[src/common/cpu_settings.svh]
`ifndef CPU_SETTINGS_SVH
`define CPU_SETTINGS_SVH

// Data and address width
`define CPU_XLEN 16

// Architectural registers, R0 included
`define CPU_NREGS 16

// Words in each of the instruction and data memories
`define CPU_MEM_WORDS 256

`endif

[src/common/cpu_pkg.sv]
`include "cpu_settings.svh"

package cpu_pkg;

  typedef logic [`CPU_XLEN-1:0] word_t;
  typedef logic [$clog2(`CPU_NREGS)-1:0] reg_idx_t;

  // Upper nibble of every instruction
  typedef enum logic [3:0] {
    OP_ADD = 4'b0000,
    OP_SUB = 4'b0001,
    OP_XOR = 4'b0010,
    OP_SLL = 4'b0100,
    OP_SRA = 4'b0101,
    OP_LW  = 4'b1000,
    OP_SW  = 4'b1001,
    OP_LLB = 4'b1010,
    OP_LHB = 4'b1011,
    OP_B   = 4'b1100,
    OP_BR  = 4'b1101,
    OP_NOP = 4'b1110,
    OP_HLT = 4'b1111
  } opcode_e;

  typedef struct packed {
    logic z;
    logic v;
    logic n;
  } flags_t;

  // All zero is a bubble
  typedef struct packed {
    opcode_e alu_op;
    logic    alu_imm;    // ALU in2 from the immediate field
    logic    mem_read;
    logic    mem_write;
    logic    reg_write;
    logic    mem_to_reg;
    logic    branch;     // B with a pc relative target
    logic    branch_reg; // BR to a register target
    logic    halt;
    logic    set_zn;
    logic    set_v;
  } ctrl_t;

  typedef struct packed {
    logic  valid;
    word_t instr;
    word_t pc_plus_2;
  } if_id_t;

  typedef struct packed {
    ctrl_t    ctrl;
    word_t    op1;
    word_t    op2;
    word_t    offset; // Shift count or scaled memory offset
    reg_idx_t dst;
  } id_ex_t;

  typedef struct packed {
    ctrl_t    ctrl;
    word_t    alu_result;
    word_t    store_data;
    reg_idx_t dst;
  } ex_mem_t;

  typedef struct packed {
    ctrl_t    ctrl;
    word_t    alu_result;
    word_t    read_data;
    reg_idx_t dst;
  } mem_wb_t;

  // Retire trace
  typedef struct packed {
    logic     valid;
    reg_idx_t dst;
    word_t    data;
  } wb_t;

endpackage

[src/hw/control_unit.sv]
`timescale 1ns/100ps

module control_unit import cpu_pkg::*; (
  input  word_t    instr,
  output ctrl_t    ctrl,
  output reg_idx_t src_reg1,
  output reg_idx_t src_reg2,
  output reg_idx_t dst_reg
);

  opcode_e op;

  assign op = opcode_e'(instr[15:12]);

  always_comb begin
    ctrl        = '0;
    ctrl.alu_op = OP_NOP;
    src_reg1    = instr[7:4];
    src_reg2    = instr[3:0];
    dst_reg     = instr[11:8];
    case (op)
      OP_ADD, OP_SUB: begin
        ctrl.alu_op    = op;
        ctrl.reg_write = 1'b1;
        ctrl.set_zn    = 1'b1;
        ctrl.set_v     = 1'b1;
      end
      OP_XOR, OP_SLL, OP_SRA: begin
        ctrl.alu_op    = op;
        ctrl.alu_imm   = (op != OP_XOR);  // Shift count from the instruction
        ctrl.reg_write = 1'b1;
        ctrl.set_zn    = 1'b1;
      end
      OP_LW: begin
        ctrl.alu_op     = op;
        ctrl.alu_imm    = 1'b1;
        ctrl.mem_read   = 1'b1;
        ctrl.reg_write  = 1'b1;
        ctrl.mem_to_reg = 1'b1;
      end
      OP_SW: begin
        ctrl.alu_op    = op;
        ctrl.alu_imm   = 1'b1;
        ctrl.mem_write = 1'b1;
        src_reg2       = instr[11:8];  // Store data register
      end
      OP_LLB, OP_LHB: begin
        ctrl.alu_op    = op;
        ctrl.reg_write = 1'b1;
        src_reg1       = instr[11:8];  // Old value of rd
      end
      OP_B:    ctrl.branch     = 1'b1;
      OP_BR:   ctrl.branch_reg = 1'b1;
      OP_HLT:  ctrl.halt       = 1'b1;
      default: ;  // NOP and unused codes
    endcase
    if (dst_reg == '0) ctrl.reg_write = 1'b0;
  end

endmodule

[config.mk]
export PLATFORM = sky130hd
export DESIGN_NAME = control_unit
export DESIGN_NICKNAME = d
export VERILOG_FILES = /design/src/common/cpu_pkg.sv /design/src/hw/control_unit.sv
export VERILOG_INCLUDE_DIRS = /design/src /design/src/common
export SDC_FILE = /design/constraint.sdc
export NUM_CORES = 1
export LEC_CHECK = 0
export BUFFER_PORTS_ARGS = -buffer_cell sky130_fd_sc_hd__clkbuf_2
export CAP_MARGIN = 20
export CORE_AREA = 2 2 39 41
export DETAILED_ROUTE_END_ITERATION = 8
export DIE_AREA = 0 0 41 43
export PLACE_DENSITY = 0.63
export SETUP_SLACK_MARGIN = 0.3
export SYNTH_ARGS = -nofsm -noshare
export SYNTH_HDL_FRONTEND = slang
export SYNTH_SLANG_ARGS = --single-unit
[constraint.sdc]
create_clock -name vclk -period 1.37
set_input_delay 0.137 -clock vclk [all_inputs]
set_output_delay 0.137 -clock vclk [all_outputs]
set_load 0.01 [all_outputs]
# Yosys cells after proc, flatten, opt, wreduce, memory -nomap -nowiden
# Cells that the tools add are included.
# classes
n_eq_ne	12
muxes	13
n_reduce_logical	9
# op_table
operator	count
$eq A4 B4 Y1 const B	7
$mux W4	3
$mux W1	9
$reduce_or A9 Y1	1
$eq A4 B3 Y1 const B	2
$logic_not A4 Y1	2
$reduce_or A8 Y1	1
$reduce_or A2 Y1	3
$reduce_or A5 Y1	1
$eq A4 B1 Y1 const B	1
$eq A4 B2 Y1 const B	1
$ne A4 B2 Y1 const B	1
$reduce_or A3 Y1	1
$pmux W1 S2	1
# word_totals
ff_bits	0
input_bits	16

# Depth between registers and ports, before layout
# logic_depth
depth_word	4
depth_mapped	3

# Worst setup path before layout
# No wires, ideal clock.
# synth_path
kind	in2out
start	in instr[13]
end	out ctrl[8] in the netlist's numbering
t_arrival_ns	1.083
required_ns	1.233
setup_slack_ns	0.150
cell_stages	3
path_buffers	2
path_cell_list	buf_2 nor4b_1 buf_4
# synth_rtl
item	line_no	text
start: declaration	control_unit.sv:4	input word_t instr,
end: declaration	control_unit.sv:5	output ctrl_t ctrl,

# Worst setup path in the final report
# layout_path
start	in instr[13]
end	out src_reg2[0]
# layout_via
elab_chain_len	2
# layout_rtl
item	line_no	text
$eq A4 B4 Y1	control_unit.sv:21	case (op)
$mux W4	control_unit.sv:21	
end: declaration	control_unit.sv:7	output reg_idx_t src_reg2,
# Every way passes these cells.

==> results.py <==
metrics = {
    "synth": {
        "post-synth-top-count-cell": "sky130_fd_sc_hd__buf_4",
        "synthDistinctLibCells": 20,
        "cell_count_after_synthesis": 37,
        "synth.net_count": 53,
        "yosysWarnings": 0,
        "ys_top_cells_by_count": "sky130_fd_sc_hd__buf_4 (7), sky130_fd_sc_hd__mux2_2 (4), sky130_fd_sc_hd__mux2_4 (4)",
        "netlist.top_cell.by_area": "sky130_fd_sc_hd__mux2_4",
        "syn_avg_cell_area_um2": 7.95,
        "synth_sequential_area_ratio": 0,
        "cell_area_synth_um2": 294,
        "post_synth_main_area_contributors": "sky130_fd_sc_hd__mux2_4 (20%), sky130_fd_sc_hd__buf_4 (18%), sky130_fd_sc_hd__mux2_2 (15%)",
        "yosys_top_cell_area_share": 0.204,
    },
    "floorplanning": {
        "die-width_um": 41,
        "std_cell_rows": 14,
        "io-pin-count": 42,
        "start_util": 0.212,
        "die_height_um": 43,
        "die-area_um2": 1760,
        "area_of_the_core_um2": 1380,
    },
    "critical_path": {
        "setup.worst_path.start_class": "primary input",
        "critPathRequiredTime_ns": 1.23,
        "worstPathCellList": "buf_6 -> nor4bb_2 -> buf_4 -> mux2_4 -> buf_6",
        "cp_slowest_stage_delay_ns": 0.31,
        "crit_start": "instr[13]",
        "end_kind": "output port",
        "worst-setup-path-type": "primary input to output port",
        "crit_end": "src_reg2[0]",
        "top_cell_by_count_worst_path": "sky130_fd_sc_hd__buf_6",
        "timing.critical_path.arrival_ns": 1.13,
        "cp_max_fo": 5,
        "cp_slowest_cell": "sky130_fd_sc_hd__mux2_4",
    },
    "detailed_routing": {
        "drtPass1Iterations": 2,
        "num_vias": 430,
        "drc": 0,
        "antenna_viol_nets_final": 0,
        "drt_iter0_drc": 1,
        "routed_via_density": 4.43,
        "wire_per_inst_um": 10.7,
        "finalWirelength_mm": 1.03,
    },
    "status": {
        "outcome": "finished clean",
    },
    "power": {
        "power_density_nw_per_um2": 326,
        "cell_int_power_mw": 0.128,
        "total_power_mw": 0.218,
        "netSwitchingPower_mw": 0.0902,
        "vdd_drop_max_mv": 0.124,
        "share_clk_of_total_power": 0,
        "seqPwrFrac": 0,
        "sw_frac_of_total": 0.413,
        "pwr-share-comb": 1.000,
        "leakage_nw": 0.370,
    },
    "final_layout": {
        "syn_to_final_growth_pct": 128,
        "num_antenna_cells": 0,
        "sequential_cell_total": 0,
        "utilization": 0.484,
        "num-nets-final": 99,
        "drive_above_1_share": 0.827,
        "fill_cells": 143,
        "seqCellArea_um2": 0,
        "final_cell_area_um2": 669,
        "num-clock-buffers": 0,
        "stdcell_count": 97,
    },
    "sta": {
        "fin_crit_ns": 1.27,
        "rsz0062_at_grt": "yes",
        "timing.final.ws_setup_ns": 0.101,
        "finalSetupViolCount": 0,
        "timing.max_slew.rel_slack": 0.827,
        "final-max-slew-violation-count": 0,
        "tightestPinTransition_ns": 0.257,
        "finalCritPeriodShare": 0.926,
        "worst_hold_margin_ns": 0.506,
        "max_clock_freq_mhz": 788,
        "total_count_of_hold_check_failures_in_the_final_report": 0,
        "final.setup.tns_ns": 0,
    },
    "place": {
        "io_buffers": 42,
        "finalWeightedCongestion": 0.674,
        "placedCellCount": 92,
        "dp.final_hpwl_um": 791,
        "pre_cts_slack_ns": 0.0793,
        "placed_cell_area_um2": 510,
    },
    "min_path": {
        "worst_hold_startpoint": "instr[10]",
        "class_of_the_tightest_hold_or_removal_check": "primary input to output port",
    },
    "grt": {
        "grt_start_max_net_pins": 11,
        "number_of_global_route_vias_before_repair": 357,
        "grt_util_all_layers": 0.110,
        "globalRouteOverflowTotal": 0,
        "global_route_wire_length_before_repair_mm": 1.49,
        "initial_antenna_violation_count": 0,
    },
    "job": {
        "max-cap-violations": 0,
    },
    "clock_network": {
        "postCtsHoldBufs": 0,
    },
}
[power groups by stage]
stage          combinational [mW]  sequential (mW)  clock (mW)
3_5_place_dp                0.166                0           0
5_1_grt                     0.236                0           0
6_report                    0.218                0           0
4_1_cts                     0.185                0           0
2_1_floorplan              0.0932                0           0
3_3_place_gp                0.165                0           0
[logic make-up (layout without fill, tap and decap cells)]
logic type,Yosys count,after routing,share of synthesized area
AND/OR/NAND/NOR,16,16,0.328
multiplexers,8,8,0.357
buffers and inverters,8,52,0.196
AO/OA/AOI/OAI,4,4,0.0894
XOR/XNOR,1,1,0.0298
[layout make-up]
cell class	count	area [µm²]	area share
multi-input combinational	29	283	0.422
tap	16	20.0	0.0299
timing repair buffer	52	367	0.548
[timing repair]
item                                    4_1_cts  5_1_grt
gates cloned                                  0        0
pin swaps                                     3        3
buffers inserted                              4        1
endpoints found under the setup margin       11       13
gates resized for setup                       8       29
[worst min path at each step]
stage,endpoint,cells after the start
after floorplan,ctrl[5],1
after global placement,dst_reg[0],2
after detailed placement,dst_reg[0],2
after CTS,dst_reg[0],2
after global routing,dst_reg[3],2
final,dst_reg[2],2
[worst max-delay path: cells and delay by family]
family                 cells  cell delay, ns
multiplexers               1            0.31
buffers and inverters      3            0.42
AND/OR/NAND/NOR            1            0.27
[cells in the final DEF (no fill, tap or decap), drive strengths merged]
cell type	instances
clkbuf	30
buf	22
mux2	8
nand2b	2
nor3	2
nor2	2
nand2	2
or2	2
nor4b	1
nor4bb	1
and3	1
nand3b	1
o21bai	1
nor3b	1
a21oi	1
a21o	1
xnor2	1
nor4	1
a31oi	1
[per-layer routing]
layer,vias to the layer above,wire length [µm],global-route usage
met5,-,0,0
met4,0,0,0
met3,0,112,0
met2,29,547,0.197
met1,185,374,0.149
li1,216,-,-
Power figures use the tool's default switching activity.
