### src/common/cpu_settings.svh
`ifndef CPU_SETTINGS_SVH
`define CPU_SETTINGS_SVH

// Data and address width
`define CPU_XLEN 16

// Architectural registers, R0 included
`define CPU_NREGS 16

// Words in each of the instruction and data memories
`define CPU_MEM_WORDS 256

`endif

### src/common/cpu_pkg.sv
`include "cpu_settings.svh"

package cpu_pkg;

  typedef logic [`CPU_XLEN-1:0] word_t;
  typedef logic [$clog2(`CPU_NREGS)-1:0] reg_idx_t;

  // Upper nibble of every instruction
  typedef enum logic [3:0] {
    OP_ADD = 4'b0000,
    OP_SUB = 4'b0001,
    OP_XOR = 4'b0010,
    OP_SLL = 4'b0100,
    OP_SRA = 4'b0101,
    OP_LW  = 4'b1000,
    OP_SW  = 4'b1001,
    OP_LLB = 4'b1010,
    OP_LHB = 4'b1011,
    OP_B   = 4'b1100,
    OP_BR  = 4'b1101,
    OP_NOP = 4'b1110,
    OP_HLT = 4'b1111
  } opcode_e;

  typedef struct packed {
    logic z;
    logic v;
    logic n;
  } flags_t;

  // All zero is a bubble
  typedef struct packed {
    opcode_e alu_op;
    logic    alu_imm;    // ALU in2 from the immediate field
    logic    mem_read;
    logic    mem_write;
    logic    reg_write;
    logic    mem_to_reg;
    logic    branch;     // B with a pc relative target
    logic    branch_reg; // BR to a register target
    logic    halt;
    logic    set_zn;
    logic    set_v;
  } ctrl_t;

  typedef struct packed {
    logic  valid;
    word_t instr;
    word_t pc_plus_2;
  } if_id_t;

  typedef struct packed {
    ctrl_t    ctrl;
    word_t    op1;
    word_t    op2;
    word_t    offset; // Shift count or scaled memory offset
    reg_idx_t dst;
  } id_ex_t;

  typedef struct packed {
    ctrl_t    ctrl;
    word_t    alu_result;
    word_t    store_data;
    reg_idx_t dst;
  } ex_mem_t;

  typedef struct packed {
    ctrl_t    ctrl;
    word_t    alu_result;
    word_t    read_data;
    reg_idx_t dst;
  } mem_wb_t;

  // Retire trace
  typedef struct packed {
    logic     valid;
    reg_idx_t dst;
    word_t    data;
  } wb_t;

endpackage

### src/hw/alu.sv
`timescale 1ns/100ps

module alu import cpu_pkg::*; (
  input  opcode_e op,
  input  word_t   in1,
  input  word_t   in2,
  output word_t   result,
  output flags_t  flags
);

  localparam int    MSB     = $bits(word_t) - 1;
  localparam int    SHW     = $clog2($bits(word_t));
  localparam word_t SAT_POS = {1'b0, {MSB{1'b1}}};
  localparam word_t SAT_NEG = {1'b1, {MSB{1'b0}}};

  word_t          sum;
  word_t          diff;
  logic           add_ovf;
  logic           sub_ovf;
  logic           ovf;
  logic [SHW-1:0] shamt;

  assign sum     = in1 + in2;
  assign diff    = in1 - in2;
  assign shamt   = in2[SHW-1:0];
  assign add_ovf = (in1[MSB] == in2[MSB]) && (sum[MSB] != in1[MSB]);
  assign sub_ovf = (in1[MSB] != in2[MSB]) && (diff[MSB] != in1[MSB]);

  always_comb begin
    ovf    = 1'b0;
    result = in1;
    case (op)
      OP_ADD: begin
        ovf    = add_ovf;
        result = add_ovf ? (in1[MSB] ? SAT_NEG : SAT_POS) : sum;  // Clamp
      end
      OP_SUB: begin
        ovf    = sub_ovf;
        result = sub_ovf ? (in1[MSB] ? SAT_NEG : SAT_POS) : diff;
      end
      OP_XOR:         result = in1 ^ in2;
      OP_SLL:         result = in1 << shamt;
      OP_SRA:         result = word_t'($signed(in1) >>> shamt);
      OP_LW, OP_SW:   result = sum;        // Address wraps around
      OP_LLB, OP_LHB: result = in1 | in2;  // Halves prepared in decode
      default:        result = in1;
    endcase
  end

  assign flags = '{z: (result == '0), v: ovf, n: result[MSB]};

endmodule

### config.mk
export PLATFORM = sky130hd
export DESIGN_NAME = alu
export DESIGN_NICKNAME = d
export VERILOG_FILES = /design/src/common/cpu_pkg.sv /design/src/hw/alu.sv
export VERILOG_INCLUDE_DIRS = /design/src /design/src/common
export SDC_FILE = /design/constraint.sdc
export NUM_CORES = 1
export LEC_CHECK = 0
export ABC_AREA = 0
export BUFFER_PORTS_ARGS = -buffer_cell sky130_fd_sc_hd__buf_2
export CAP_MARGIN = 20
export CORE_MARGIN = 8
export CORE_UTILIZATION = 45
export DETAILED_ROUTE_END_ITERATION = 12
export GPL_TIMING_DRIVEN = 0
export PLACE_DENSITY_LB_ADDON = 0.12
export SETUP_SLACK_MARGIN = 0.02
export SLEW_MARGIN = 20
export SYNTH_ARGS = -nofsm -noshare
export SYNTH_HDL_FRONTEND = slang
export SYNTH_SLANG_ARGS = --single-unit
### constraint.sdc
create_clock -name vclk -period 8.1
set_clock_uncertainty 0.1 [all_clocks]
set_input_delay 0.81 -clock vclk [all_inputs]
set_output_delay 0.81 -clock vclk [all_outputs]
set_load 0.005 [all_outputs]
# Word-level counts from Yosys, hierarchy flattened
# Index checks and enable logic that the tools add are counted.
# W data, S select, Z words.
dict set report totals {
  reg_bits 0
  latch_bits 0
  mem_bits_rw 0
  mem_bits_ro 0
  output_inout_bits 19
  word_cells 29
  memories 0
}
dict set report op_classes {
  add_sub_neg 2
  mul 0
  n_div 0
  n_lt_le_gt_ge 0
  n_eq_ne 12
  shift 2
  n_mux 5
  n_bitwise 2
  reduce_logical 6
}
# op count
set ops {}
lappend ops {{$pmux W16 S7} 1}
lappend ops {{$mux W16} 3}
lappend ops {{$add A16 B16 Y16} 1}
lappend ops {{$eq A4 B4 Y1 const B} 4}
lappend ops {{$logic_not A16 Y1} 1}
lappend ops {{$or A16 B16 Y16} 1}
lappend ops {{$shl A16 B4 Y16} 1}
lappend ops {{$sshr A16 B4 Y16} 1}
lappend ops {{$sub A16 B16 Y16} 1}
lappend ops {{$xor A16 B16 Y16} 1}
lappend ops {{$eq A4 B3 Y1 const B} 2}
lappend ops {{$eq A4 B1 Y1 const B} 1}
lappend ops {{$eq A4 B2 Y1 const B} 1}
lappend ops {{$logic_not A4 Y1} 1}
lappend ops {{$reduce_or A2 Y1} 2}
lappend ops {{$ne A1 B1 Y1} 3}
lappend ops {{$logic_and A1 B1 Y1} 2}
lappend ops {{$pmux W1 S2} 1}
lappend ops {{$eq A1 B1 Y1} 1}

# Logic depth before layout (Yosys ltp)
dict set report depth {
  depth_word 6
  depth_mapped 23
}

# Worst setup path after synthesis
# Ideal clock, no wire load.
dict set report synth_timing {
  path_type {input port to output port}
  from {input port in2[1]}
  to {output port flags[2] (netlist name)}
  arrival_time_ns 5.523
  required_ns 7.190
  path_slack_ns 1.667
  stages 22
  path_buffers 2
  cell_sequence {buf_6 inv_1 clkbuf_1 ha_1 o21bai_1 nand3_1 a211oi_1 o31ai_1 a21oi_1 o21ai_0 nand2b_1 a21oi_1 fa_1 xnor2_1 and2_1 nor2_1 a31o_2 a221oi_1 o2111ai_1 a32o_1 or4_1 nor4_2}
}
# item line
set synth_lines {}
lappend synth_lines {{start: declaration} alu.sv:6} ;# input word_t in2,
lappend synth_lines {{end: declaration} alu.sv:8} ;# output flags_t flags

==> qor_table.md <==
| Result | Value |
|:---|:---|
| Yosys Warn Count | 0 |
| Final critical-path share of the clock period | 94.7% |
| Number of buffer cells added on primary ports | 54 |
| Worst path slowest cell | ha_2 |
| Yosys cell types | 83 |
| Synth top area share | 13.4% |
| Vias per cell | 6.80 |
| Sum of negative setup slack | 0 ns |
| Net count, final | 753 |
| Total Wirelength | 20200 um |
| Category of cells accounting for the largest share of critical-path delay | compound AO/OA/AOI/OAI gates |
| Delay of the slowest cell on the worst path | 0.59 ns |
| Most used standard cells in the synthesized netlist | 58 x nand2_1, 52 x nor2_1, 47 x ha_1, 47 x inv_1, 45 x a21oi_1 |
| Chip Height | 115 um |
| Global-route wire length before repair | 30700 um |
| Initial antenna violation count | 0 |
| Area of the die | 13200 um2 |
| Setup Fix Bufs, Post-CTS | 0 |
| Required time of the worst setup path | 7.19 ns |
| Layout cells sized above 1 | 20.0% |
| Worst slew slack as a fraction of its limit | 38.4% |
| Highest net fanout along the worst path | 11 |
| # IOs | 55 |
| Width of the chip | 115 um |
| Initial Utilization | 45.6% |
| Remaining number of nets flagged by the antenna check after routing | 0 |
| Total core area | 9640 um2 |
| Cell count along the critical path | 22 |
| Critical-path cell list | buf_2 -> clkinv_1 -> ha_2 -> nor2_1 -> a221oi_1 -> a211oi_2 -> o31ai_1 -> a21oi_1 -> o21ai_0 -> nand2b_1 -> a21oi_1 -> fa_1 -> xnor2_1 -> and2_1 -> nor2_1 -> a31o_2 -> a221oi_1 -> o2111ai_1 -> a32o_1 -> or4_1 -> nor4_2 -> buf_2 |
| Reported max-cap violation count | 0 |
| Hold buffer count at CTS | 0 |
| Crit start category | primary input |
| Total global routing track utilization | 30.0% |
| Syn nets | 700 |
| Number of global-route vias before repair | 5160 |
| Leakage power of the design | 1.99 nW |
| IR Drop Worst-Case VDD | 0.0342 mV |
| Setup crit end kind | primary output |
| Outcome | finished, final reports clean |
| Post-synth design cell area | 4400 um2 |
| Total of clock buffers placed in the layout | 0 |
| Maximum frequency from static timing analysis | 0.130 GHz |
| Maximum number of pins on one net before global-route repair | 12 |
| Mapped Cells | 614 |
| Total of fill cells in the finished design | 1063 |
| Detailed-route DRC error count | 0 |
| Top cells by area, synth | ha_1 13%, mux4_2 9.7%, a21oi_1 5.1%, nand2_1 5.0%, o21ai_0 4.6% |
| Per-instance average area after synthesis | 7.16 um2 |
| Post-synthesis cell type with the largest combined area | ha_1 |
| Number of slew-limit violations in the final report | 0 |
| Row Count | 36 |
| 1st-pass router iterations | 7 |
| Power per standard cell area | 74.7 nW/um2 |
| Library cell with the highest instance count after synthesis | nand2_1 |
| Area growth from synthesis to layout | 10.2% |
| Number of stages on the worst hold path | 4 |
| Final-report hold violation count | 0 |
| Actual transition at the worst max-transition pin | 0.911 ns |
| Final setup fails | 0 |
| Crit path kind | primary input to primary output |
| CP Buf/Inv Count | 3 |
| Area used by sequential logic in the layout | 0 um2 |
| Initial DRC count | 741 |
| FFs & Latches | 0 |
| Fraction of the yosys area taken by sequential cells | 0% |
| PnR Total Power | 0.362 mW |
| Min Tclk post-route | 7.67 ns |
| WL per Instance | 25.4 um |
| Min-Delay Path Class | primary input to primary output |
| Placed wire-length estimate | 16500 um |
| Ant. Diodes | 0 |
| Vias post-DR | 5425 |
| Last weighted congestion value of the routability-driven placer | 1.01 |
| Arrival time reported for the critical path endpoint | 6.76 ns |
| Unrepaired setup endpoints after global routing | no |
| Grt ovf | 0 |
| Post_cts resized | 0 |
per-layer routing:
layer  up-vias  wire, um  global-route usage (%)
met5         -         0                       0
li1       2427         -                       -
met2       355      8830                    46.3
met1      2589      8350                    40.4
met3        54      2140                    4.20
met4         0       915                    13.4
kinds of logic (layout without fill, tap and decap cells):
kind of cell	after synthesis	count (layout)	synth area share (%)
AOI/OAI and AO/OA	212	212	34.5
adders and majority gates	50	50	14.7
muxes	44	44	15.8
buffers and inverters	95	146	10.1
xor gates and xnor gates	17	17	3.39
and+or+nand+nor	196	196	21.5
where the power goes:
part / internal, mW / switching, mW
clock: 0 / 0
combinational: 0.133 / 0.229
sequential: 0 / 0
total: 0.133 / 0.229
final timing paths:
| kind | start | to | slack (ns) |
|---|---|---|---|
| max | in2[3] | flags[2] | 0.43 |
| min | in1[4] | result[4] | 2.01 |
per-stage QoR:
stage	setup slack (ns)	utilization [%]	cell area [um2]	hold slack, ns	std cells
floorplan	1.67	-	4400	1.64	614
global placement	0.259	50.1	4830	1.99	801
detailed placement	0.223	50.2	4840	2.00	801
CTS	0.198	50.2	4840	1.99	801
global route	0.0334	50.3	4850	2.04	798
finish	0.428	50.3	4850	2.01	798
cells in the final DEF, fill, tap and decap left out, drive strengths merged, types with 9 or more instances in the layout:
master / n
buf: 80
nand2: 58
nor2: 52
inv: 47
ha: 47
a21oi: 46
o21ai: 40
nor3: 21
a211oi: 20
mux4: 19
mux2i: 16
clkbuf: 16
nand3: 15
xnor2: 15
o211ai: 13
mux2: 9
final cells by class:
type	instances	area [um2]	share of cell area [%]
Multi-Input combinational cell	519	3970	82.0
Inverter	50	191	3.95
Tap cell	133	166	3.43
Buffer	42	245	5.06
Timing Repair Buffer	54	270	5.58
Note: power is estimated with default switching activity, not from simulation.
