### config.mk
export PLATFORM = sky130hd
export DESIGN_NAME = register_file
export DESIGN_NICKNAME = d
export VERILOG_FILES = /design/src/common/cpu_pkg.sv /design/src/hw/register_file.sv
export VERILOG_INCLUDE_DIRS = /design/src /design/src/common
export SDC_FILE = /design/constraint.sdc
export NUM_CORES = 1
export LEC_CHECK = 0
export ABC_AREA = 1
export BUFFER_PORTS_ARGS = -buffer_cell sky130_fd_sc_hd__buf_4
export CAP_MARGIN = 15
export CORE_UTILIZATION = 34
export DETAILED_ROUTE_END_ITERATION = 8
export GPL_ROUTABILITY_DRIVEN = 0
export MAX_ROUTING_LAYER = met4
export PLACE_DENSITY_LB_ADDON = 0.12
export SYNTH_ARGS = -nofsm -noshare
export SYNTH_HDL_FRONTEND = slang
export SYNTH_SLANG_ARGS = --single-unit
### constraint.sdc
create_clock -name clk -period 2.9 [get_ports clk]
set_input_delay 0.58 -clock clk [delete_from_list [all_inputs] [get_ports clk]]
set_output_delay 0.58 -clock clk [all_outputs]
set_load 0.005 [all_outputs]
### src/common/cpu_settings.svh
`ifndef CPU_SETTINGS_SVH
`define CPU_SETTINGS_SVH

// Data and address width
`define CPU_XLEN 16

// Architectural registers, R0 included
`define CPU_NREGS 16

// Words in each of the instruction and data memories
`define CPU_MEM_WORDS 256

`endif

### src/common/cpu_pkg.sv
`include "cpu_settings.svh"

package cpu_pkg;

  typedef logic [`CPU_XLEN-1:0] word_t;
  typedef logic [$clog2(`CPU_NREGS)-1:0] reg_idx_t;

  // Upper nibble of every instruction
  typedef enum logic [3:0] {
    OP_ADD = 4'b0000,
    OP_SUB = 4'b0001,
    OP_XOR = 4'b0010,
    OP_SLL = 4'b0100,
    OP_SRA = 4'b0101,
    OP_LW  = 4'b1000,
    OP_SW  = 4'b1001,
    OP_LLB = 4'b1010,
    OP_LHB = 4'b1011,
    OP_B   = 4'b1100,
    OP_BR  = 4'b1101,
    OP_NOP = 4'b1110,
    OP_HLT = 4'b1111
  } opcode_e;

  typedef struct packed {
    logic z;
    logic v;
    logic n;
  } flags_t;

  // All zero is a bubble
  typedef struct packed {
    opcode_e alu_op;
    logic    alu_imm;    // ALU in2 from the immediate field
    logic    mem_read;
    logic    mem_write;
    logic    reg_write;
    logic    mem_to_reg;
    logic    branch;     // B with a pc relative target
    logic    branch_reg; // BR to a register target
    logic    halt;
    logic    set_zn;
    logic    set_v;
  } ctrl_t;

  typedef struct packed {
    logic  valid;
    word_t instr;
    word_t pc_plus_2;
  } if_id_t;

  typedef struct packed {
    ctrl_t    ctrl;
    word_t    op1;
    word_t    op2;
    word_t    offset; // Shift count or scaled memory offset
    reg_idx_t dst;
  } id_ex_t;

  typedef struct packed {
    ctrl_t    ctrl;
    word_t    alu_result;
    word_t    store_data;
    reg_idx_t dst;
  } ex_mem_t;

  typedef struct packed {
    ctrl_t    ctrl;
    word_t    alu_result;
    word_t    read_data;
    reg_idx_t dst;
  } mem_wb_t;

  // Retire trace
  typedef struct packed {
    logic     valid;
    reg_idx_t dst;
    word_t    data;
  } wb_t;

endpackage

### src/hw/register_file.sv
`timescale 1ns/100ps
`include "cpu_settings.svh"

module register_file import cpu_pkg::*; (
  input  logic     clk,
  input  logic     rst_n,
  input  reg_idx_t src_reg1,
  input  reg_idx_t src_reg2,
  input  reg_idx_t dst_reg,
  input  logic     write,
  input  word_t    dst_data,
  output word_t    src_data1,
  output word_t    src_data2
);

  word_t regs [`CPU_NREGS];

  // Same-cycle write shows through on reads
  function automatic word_t read_port(input reg_idx_t sel);
    word_t val;
    if (sel == '0) begin
      val = '0;
    end else if (write && sel == dst_reg) begin
      val = dst_data;
    end else begin
      val = regs[sel];
    end
    return val;
  endfunction

  always_ff @(posedge clk) begin
    if (!rst_n) begin
      for (int i = 0; i < `CPU_NREGS; i++) begin
        regs[i] <= '0;
      end
    end else if (write && dst_reg != '0) begin
      regs[dst_reg] <= dst_data;
    end
  end

  always_comb begin
    src_data1 = read_port(src_reg1);
    src_data2 = read_port(src_reg2);
  end

endmodule

**Word-level counts from Yosys, hierarchy flattened**

Memory sizes are Yosys's and may differ from the RTL's.
Index checks and enable logic that the tools add are counted.

- Register bits after elaboration: 0
- Bits in writable memories: 256
- Output and inout bits: 32
- Memories: 1

- Eq/ne operators: 2
- Multiplexer cells: 11
- Reductions and logical operators: 7

Memories:

| name | depth | bits a word | rd ports | clocked after Yosys merged registers in | write ports | RTL line | text |
|---|---|---|---|---|---|---|---|
| regs | 16 | 16 | 2 | 0 | 16 | register_file.sv:16 | `` word_t regs [`CPU_NREGS]; `` |

Operators by type and width:

| operator | number |
|---|---|
| 16-bit 2-to-1 mux | 5 |
| 16-bit OR reduction | 1 |
| 4-bit == test | 2 |
| 4-bit zero test | 2 |
| 1-bit 2-to-1 mux | 5 |
| 4-bit 2-to-1 mux | 1 |
| 4-bit nonzero test | 1 |
| 1-bit logical AND | 3 |

**Logic depth before layout (Yosys ltp)**

Gate-level depths: netlist of the first run.

- Depth after elaboration: 7
- Mapped depth: 10
- Depth with buffers taken out: 8

**Worst setup path before layout of the first run**

No wires, ideal clock.

- Kind: input-to-reg
- Start: input port dst_reg[2]
- End: memory regs[9][0] (netlist bit), enable pin
- Library setup time: 0.372 ns
- Arrival time: 2.017 ns
- Data required time: 2.528 ns
- Path slack: 0.511 ns
- Stages on the path: 8
- Path through: buf_2 -> nor2_4 -> nand2_1 -> nand3_4 -> nor3_4 -> nand2_4 -> buf_6 -> nand2_1

RTL lines:

| element | RTL line | text |
|---|---|---|
| start: declaration | register_file.sv:9 | `input reg_idx_t dst_reg,` |
| end: declaration | register_file.sv:16 |  |

**Worst setup path in the final report of the first run**

- Start: input port src_reg1[0]
- End: output port src_data1[15]

- Word-level cells in the longest chain between the ends: 4
- Elaborated cells on any way between the ends: 6

RTL lines:

| element | RTL line | text |
|---|---|---|
| start: declaration | register_file.sv:7 | `input reg_idx_t src_reg1,` |
| parallel branches: the longest is 3 deep, another holds memory read 16 x 16 bit | n/a |  |
| 16-bit 2-to-1 mux (*) | register_file.sv:21 | `if (sel == '0) begin` |
| end: declaration | register_file.sv:12 | `output word_t src_data1,` |

Every way passes the cells marked *.

==> results.toml, run 1 <==
[logic_synthesis]
syn_area_per_cell_um2 = 7.34
synth-seq-cells = 256
syn_inst = 2088
ys_warn_count = 0
yosysSeqAreaShare_pct = 50.2
synth_cell_type_count = 19
syn_area_um2 = 15300
synth_ff_type = "edfxtp_1"
synth_edf_count = 256
synth_async_sr_flop_share_pct = 0

[placement]
dpl_worst_slack_ps = 152
place_area_um2 = 17100
hpwl_um = 41000
port_buffers = 62
place_inst = 2718

[min_path]
hold_class = "in -> reg"

[drt]
vias = 14600
wl_um = 61200
routedWlPerCell_um = 22.1
drcViolationCount = 0
drt_iter0_drc = 2082
first_pass_iters = 5
postRouteAntennaNets = 0
via_per_inst = 5.25

[sta]
hold_ws_ps = 399
timing.final.crit_share_pct = 97.0
hold_viol = 0
setup_viol = 0
setup_slack_ps = 87.9
worst_pin_slew_ps = 987
fmax_ghz = 0.356
finalMaxSlewViolations = 0
tns_ps = 0
min_period_ps = 2810
rsz0062_at_grt = "false"
slew_headroom_pct = 34.1

[clock_network]
post_cts_buffers = 0
numCtsBuffers = 30
cts.htree.levels = 1
ctsHoldBuffers = 0
numClockSinks = 256
cts_buffer_depth = 3
cts_tree = "done"
cts_resized = 0
clk_pin_slew_ps = 60
cts_root_buf = "clkbuf_16"

[power_and_ir_drop]
powerDensity_nw_per_um2 = 562
pwr-share-clk_pct = 40.3
switching_power_mw = 2.89
comb_power_share_pct = 16.9
seqPwrFrac_pct = 42.8
internal_power_mw = 7.29
ir_drop_v = 0.000427
power_mw = 10.2
switching_share_pct = 28.4
p_leak_nw = 8.55

[layout]
nets = 2189
top_regs = "regs: 256 flops"
fin_cells = 2773
diodes = 0
drive_gt1_share_pct = 11.5
final_util_pct = 40.8
area_delta_synth_final_pct = 18.1
largest_reg_flops = 256
top_register = "regs"
finalInstanceArea_um2 = 18100

[floorplanning]
die_w_um = 214
die_h_um = 214
start_util_pct = 34.6
coreArea_um2 = 44300
die_area_um2 = 45900
ios = 63
fp-row-count = 77

[setup_path]
cp-start-kind = "primary input"
critical_path_required_ps = 2320
cp_max_fo = 32
crit_arrival_ps = 2230
crit_type = "in -> out"
cp-end-kind = "output port"

[global_routing]
grt_pass1_wl_um = 90400
use_met3_pct = 3.62
globalRouteOverflowTotal = 0
grt_pass1_vias = 13400
grt_max_degree = 49
use_met2_pct = 39.6
antenna_found_initial = 0
met1_usage_pct = 39.0
grt_use_total_pct = 27.2
gr-max-usage-layer = "met2"

[flow_run]
maxCapViolCount = 0

[outcome]
status = "completed"
==> cell families after synthesis <==
kind of cell | synth area share (%)
AOI/OAI and AO/OA | 1.05
and+or+nand+nor | 39.0
other | 0.0245
DFF | 50.2
buffers and inverters | 9.60
xor gates and xnor gates | 0.114
==> final cells by class <==
cell class	count	area, um^2
fillers	4615	26200
well taps	592	741
multi-input cells	1481	6220
inverters	224	846
flip-flops and latches	256	7690
clock buffers	33	783
clock inverters	22	251
repair buffers	165	1560
==> critical path, stage by stage <==
cell	delay [ps]
buf_4	200
buf_4	240
nand2_1	70
nand2_1	60
nor2_1	40
nand3_1	150
buf_12	200
nand3_1	90
nor2_1	250
nor2_1	80
buf_4	130
buf_4	120
==> path summary, 6_finish.rpt <==
| kind | startpoint | endpoint | depth (start not counted) |
|---|---|---|---|
| setup / recovery | src_reg1[0] | src_data1[15] | 12 |
| hold / removal | dst_data[8] | regs[1][8]$_SDFFCE_PN0P_ | 3 |
==> layout by cell type (no fill, tap or decap), drive strengths merged <==
| cell type | Yosys | final |
|---|---|---|
| bufinv | 0 | 6 |
| xnor2 | 2 | 2 |
| nor2 | 382 | 382 |
| clkbuf | 78 | 33 |
| inv | 224 | 225 |
| buf | 64 | 165 |
| clkinv | 0 | 15 |
| nand2 | 689 | 689 |
| conb | 1 | 16 |
| nand3 | 358 | 358 |
| o21ai | 32 | 32 |
| nor3 | 2 | 2 |
| edfxtp | 256 | 256 |
==> synthesized netlist by cell type, types with 3 or more instances <==
cell | number | share of area [%]
inv_2 | 3 | 0.073
nand2_2 | 4 | 0.16
nand2_4 | 8 | 0.59
inv_1 | 221 | 5.4
nor2_1 | 362 | 8.9
o21ai_0 | 32 | 1.0
nand3_1 | 357 | 12
buf_2 | 29 | 0.95
nand2_1 | 677 | 17
edfxtp_1 | 256 | 50
clkbuf_1 | 78 | 1.9
buf_6 | 8 | 0.59
buf_1 | 27 | 0.66
nor2_2 | 19 | 0.78
==> layer usage <==
layer	part of all wire (%)	vias up	wire length (um)
li1	-	6718	-
met3	8.5	98	5180
met2	43	723	26400
met5	0	-	0
met4	3.1	0	1910
met1	45	7031	27700
==> power by group through the flow <==
stage	Combinational [mW]	Clock, mW	Sequential (mW)
after global placement	1.68	0	4.43
after detailed placement	1.69	0	4.43
after floorplan	0.898	0	4.41
final	1.72	4.10	4.36
after CTS	1.69	4.13	4.36
after global routing	1.85	4.26	4.38
Power figures use the tool's default switching activity.
==> run 2, diff against run 1 <==
==> constraint.sdc (replaced) <==
create_clock -name clk -period 2.7 [get_ports clk]
set_input_delay 0.54 -clock clk [delete_from_list [all_inputs] [get_ports clk]]
set_output_delay 0.54 -clock clk [all_outputs]
set_load 0.005 [all_outputs]
==> run 2 against run 1 <==
Against the previous run: flip-flop and latch count unchanged; utilization increased by 0.17 points; final area increased by 0.41%; global-route usage decreased by 0.33 points; combinational power increased by 9%; sequential share of layout area decreased by 0.17 points; setup slack got worse by 20 ps; final cell count increased by 0.65%; clock power decreased by 8.0%; critical path depth decreased by 1; non-clock buffer count increased by 18; highest routed layer unchanged.
==> results.toml, run 2 (same netlist as run 1, synthesis figures left out) <==
[clock_network]
cts.htree.levels = 1
numCtsBuffers = 30
cts_buffer_depth = 3
cts_resized = 0
ctsHoldBuffers = 0
cts_root_buf = "clkbuf_16"
post_cts_buffers = 0
numClockSinks = 256
clk_pin_slew_ps = 60
cts_tree = "done"

[setup_path]
critical_path_required_ps = 2160
path_cells = "buf_4, inv_6, buf_12, buf_12, nand2_1, nand3_1, nand3_1, nand3_1, nor2_2, nor2_1, buf_4"
critPathMaxStageDelay_ps = 250
slowest_stage = "nor2_2"
crit_buf_inv = 5
worst_path_most_repeated_cell = "nand3_1"
cp-start-kind = "primary input"
crit_arrival_ps = 2090
crit_family = "buffers and inverters"
cp_max_fo = 14
crit_type = "in -> out"
cp-end-kind = "output port"

[global_routing]
grt_pass1_wl_um = 90000
grt_max_degree = 61
antenna_found_initial = 1
grt_pass1_vias = 13600
globalRouteOverflowTotal = 0
grt_use_total_pct = 26.8

[sta]
timing.final.crit_share_pct = 97.5
rsz0062_at_grt = "false"
slew_headroom_pct = 38.8
fmax_ghz = 0.380
min_period_ps = 2630
finalMaxSlewViolations = 0
worst_pin_slew_ps = 917
setup_viol = 0
hold_viol = 0
tns_ps = 0

[power_and_ir_drop]
power_mw = 10.3
p_leak_nw = 8.59
ir_drop_v = 0.000471
powerDensity_nw_per_um2 = 568

[floorplanning]
coreArea_um2 = 44300
start_util_pct = 34.6
die_h_um = 214
die_w_um = 214
ios = 63
fp-row-count = 77
die_area_um2 = 45900

[drt]
drcViolationCount = 0
wl_um = 60300
postRouteAntennaNets = 0
drt_iter0_drc = 1829
routedWlPerCell_um = 21.6
vias = 14400
first_pass_iters = 8
via_per_inst = 5.17

[layout]
finalInstanceArea_um2 = 18200
final_common_cell = "nand2_1"
n_fill_cell = 4609
nets = 2207
final_util_pct = 41.0
top_register = "regs"
layout_common_cells = "nand2_1 (677), nor2_1 (358), nand3_1 (357)"
drive_gt1_share_pct = 12.2
largest_reg_flops = 256
area_delta_synth_final_pct = 18.6
top_regs = "regs: 256 flops"

[placement]
hpwl_um = 40600
port_buffers = 62
place_area_um2 = 17300

[min_path]
hold_class = "in -> reg"

[flow_run]
maxCapViolCount = 0

[outcome]
status = "completed"
-- run 2: cell count changes in the layout (fill, tap and decap cells not counted), sizes merged --
| cell | delta |
|---|---|
| buf | +18 |
| diode | +1 |
| clkinvlp | +1 |
| bufinv | -6 |
| clkbuf | +4 |
-- run 2: layout make-up --
type | instances | area, um^2 | area share [%]
Tap cell | 592 | 741 | 4.08
Clock buffer | 37 | 798 | 4.39
Inverter | 224 | 848 | 4.67
Sequential cell | 256 | 7690 | 42.3
Timing Repair Buffer | 183 | 1780 | 9.79
Clock inverter | 17 | 81.3 | 0.448
Multi-Input combinational cell | 1481 | 6230 | 34.3
Antenna cell | 1 | 2.50 | 0.0138
-- run 2: layer usage --
layer / track usage, % / routed length (um) / vias up
met3: 3.86 / 5270 / 85
met2: 40.0 / 26600 / 708
met4: 7.74 / 1600 / 0
li1: - / - / 6745
met1: 37.7 / 26800 / 6902
met5: - / 0 / -
-- run 2: path summary, 6_finish.rpt --
| check | cells after the start | startpoint | endpoint | slack (ps) |
|---|---|---|---|---|
| max | 11 | src_reg1[0] | src_data1[15] | 70 |
| min | 3 | dst_data[8] | regs[4][8]$_SDFFCE_PN0P_ | 510 |
-- run 2: power by group --
group	total, mW	switching (mW)	internal, mW
Combinational	1.87	1.25	0.614
Sequential	4.68	0.0780	4.60
Clock	3.77	1.70	2.08
-- run 2: stage by stage --
step | cells | hold WS, ps | worst slack (ps)
6_report | 2791 | 507 | 68.3
5_1_grt | 2791 | 493 | 16.6
4_1_cts | 2790 | 485 | 23.0
3_5_place_dp | 2736 | 1090 | 23.7
3_3_place_gp | 2736 | 1080 | 42.0
2_1_floorplan | 2103 | 805 | 351
==> run 3, diff against run 2 <==
--- a/config.mk
+++ b/config.mk
@@ -9,11 +9,12 @@
 export ABC_AREA = 1
 export BUFFER_PORTS_ARGS = -buffer_cell sky130_fd_sc_hd__buf_4
 export CAP_MARGIN = 15
-export CORE_UTILIZATION = 34
+export CORE_UTILIZATION = 55
 export DETAILED_ROUTE_END_ITERATION = 8
 export GPL_ROUTABILITY_DRIVEN = 0
 export MAX_ROUTING_LAYER = met4
 export PLACE_DENSITY_LB_ADDON = 0.12
+export REMOVE_ABC_BUFFERS = 1
 export SYNTH_ARGS = -nofsm -noshare
 export SYNTH_HDL_FRONTEND = slang
 export SYNTH_SLANG_ARGS = --single-unit
==> run 3 against run 2 <==
Against the previous run: first-iteration DRC count rose by 16%; via count rose by 1.7%; sequential share of layout area rose by 1.3 points; worst hold slack improved by 110 ps; highest routed layer unchanged; critical endpoint is now src_data1[10]; utilization grew 24 points; combinational power fell by 9.6%; maximum frequency down 0.47%; final cell count down 8.7%.
==> results.toml, run 3 (same netlist as run 1, synthesis figures left out) <==
[min_path]
hold_class = "in -> reg"

[drt]
wl_um = 50800
drt_iter0_drc = 2117
routedWlPerCell_um = 19.9
drcViolationCount = 0
postRouteAntennaNets = 0
vias = 14700
first_pass_iters = 7
via_per_inst = 5.76

[sta]
setup_viol = 0
timing.final.crit_share_pct = 97.9
slew_headroom_pct = 47.4
hold_viol = 0
worst_pin_slew_ps = 787
rsz0062_at_grt = "false"
setup_slack_ps = 56.0
tns_ps = 0
min_period_ps = 2640
finalMaxSlewViolations = 0
fmax_ghz = 0.378

[floorplanning]
fp-row-count = 60
ios = 63
start_util_pct = 56.4
die_h_um = 169
die_w_um = 169
coreArea_um2 = 27200
die_area_um2 = 28500

[global_routing]
grt_pass1_wl_um = 77200
grt_pass1_vias = 13900
grt_max_degree = 60
globalRouteOverflowTotal = 0
antenna_found_initial = 0
grt_use_total_pct = 36.8

[layout]
diodes = 0
nets = 2187
layout_common_cells = "nand2_1 (677), nor2_1 (361), nand3_1 (357)"
n_fill_cell = 2366
top_register = "regs"
drive_gt1_share_pct = 11.6
largest_reg_flops = 256
top_regs = "regs: 256 flops"
final_common_cell = "nand2_1"
area_delta_synth_final_pct = 14.9

[setup_path]
crit_family = "buffers and inverters"
crit_buf_inv = 4
worst_path_most_repeated_cell = "nand3_1"
cp-end-kind = "output port"
critical_path_required_ps = 2160
cp-start-kind = "primary input"
crit_type = "in -> out"
slowest_stage = "buf_12"
critPathMaxStageDelay_ps = 310
path_cells = "buf_4, buf_12, buf_12, nand2_1, nand3_1, nand3_1, nand3_1, nor2_1, nor2_2, buf_4"
crit_arrival_ps = 2100
cp_max_fo = 57

[power_and_ir_drop]
internal_power_mw = 7.23
seqPwrFrac_pct = 46.4
pwr-share-clk_pct = 36.8
p_leak_nw = 8.45
powerDensity_nw_per_um2 = 573
ir_drop_v = 0.000518
switching_power_mw = 2.86
comb_power_share_pct = 16.8
switching_share_pct = 28.3

[flow_run]
maxCapViolCount = 0

[placement]
dpl_worst_slack_ps = 73.9
hpwl_um = 33400
port_buffers = 62

[clock_network]
numCtsBuffers = 29
cts_tree = "done"
cts_buffer_depth = 3
cts.htree.levels = 1
cts_root_buf = "clkbuf_16"
numClockSinks = 256
clk_pin_slew_ps = 60

[outcome]
status = "completed"
run 3: final timing paths:
path | from | end | slack [ps] | cells after the start
setup / recovery | src_reg1[0] | src_data1[10] | 60 | 10
hold / removal | dst_reg[2] | regs[3][11]$_SDFFCE_PN0P_ | 620 | 4
run 3: area by class of cell:
| cell class | count | area [um^2] | area share, % |
|---|---|---|---|
| inverter | 224 | 846 | 4.80 |
| multi-input combinational | 1481 | 6220 | 35.3 |
| tap | 372 | 465 | 2.64 |
| sequential | 256 | 7690 | 43.7 |
| timing repair buffer | 164 | 1510 | 8.56 |
| clock buffer | 32 | 737 | 4.19 |
| clock inverter | 20 | 143 | 0.810 |
run 3: timing repair:
item / in CTS / in global routing
buffers inserted: 0 / 0
hold buffers: 0 / 0
endpoints found under the hold margin: 0 / 0
endpoints found under the setup margin: 0 / 1
resized for setup: 0 / 1
run 3: power groups by stage:
| stage | Clock [mW] | Combinational [mW] | Sequential, mW |
|---|---|---|---|
| 2_1_floorplan | 0 | 0.854 | 4.74 |
| 3_3_place_gp | 0 | 1.62 | 4.76 |
| 3_5_place_dp | 0 | 1.64 | 4.76 |
| 4_1_cts | 3.73 | 1.65 | 4.68 |
| 5_1_grt | 3.85 | 1.83 | 4.70 |
| 6_report | 3.72 | 1.69 | 4.68 |
run 3: stage by stage:
step	hold WS (ps)	util [%]	cell area (um^2)	cells	total power, mW
after global routing	637	64.8	17600	2549	10.4
after detailed placement	1170	61.5	16700	2497	6.40
after CTS	598	64.8	17600	2549	10.1
after floorplan	907	-	14700	1961	5.59
final	622	64.8	17600	2549	10.1
after global placement	1170	61.5	16700	2497	6.37
run 3: layer usage:
layer	global-route usage [%]	routed length (um)	vias up
met4	16.6	2240	0
met2	56.7	23000	959
li1	-	-	6712
met5	-	0	-
met3	6.76	6400	169
met1	47.6	19200	6843
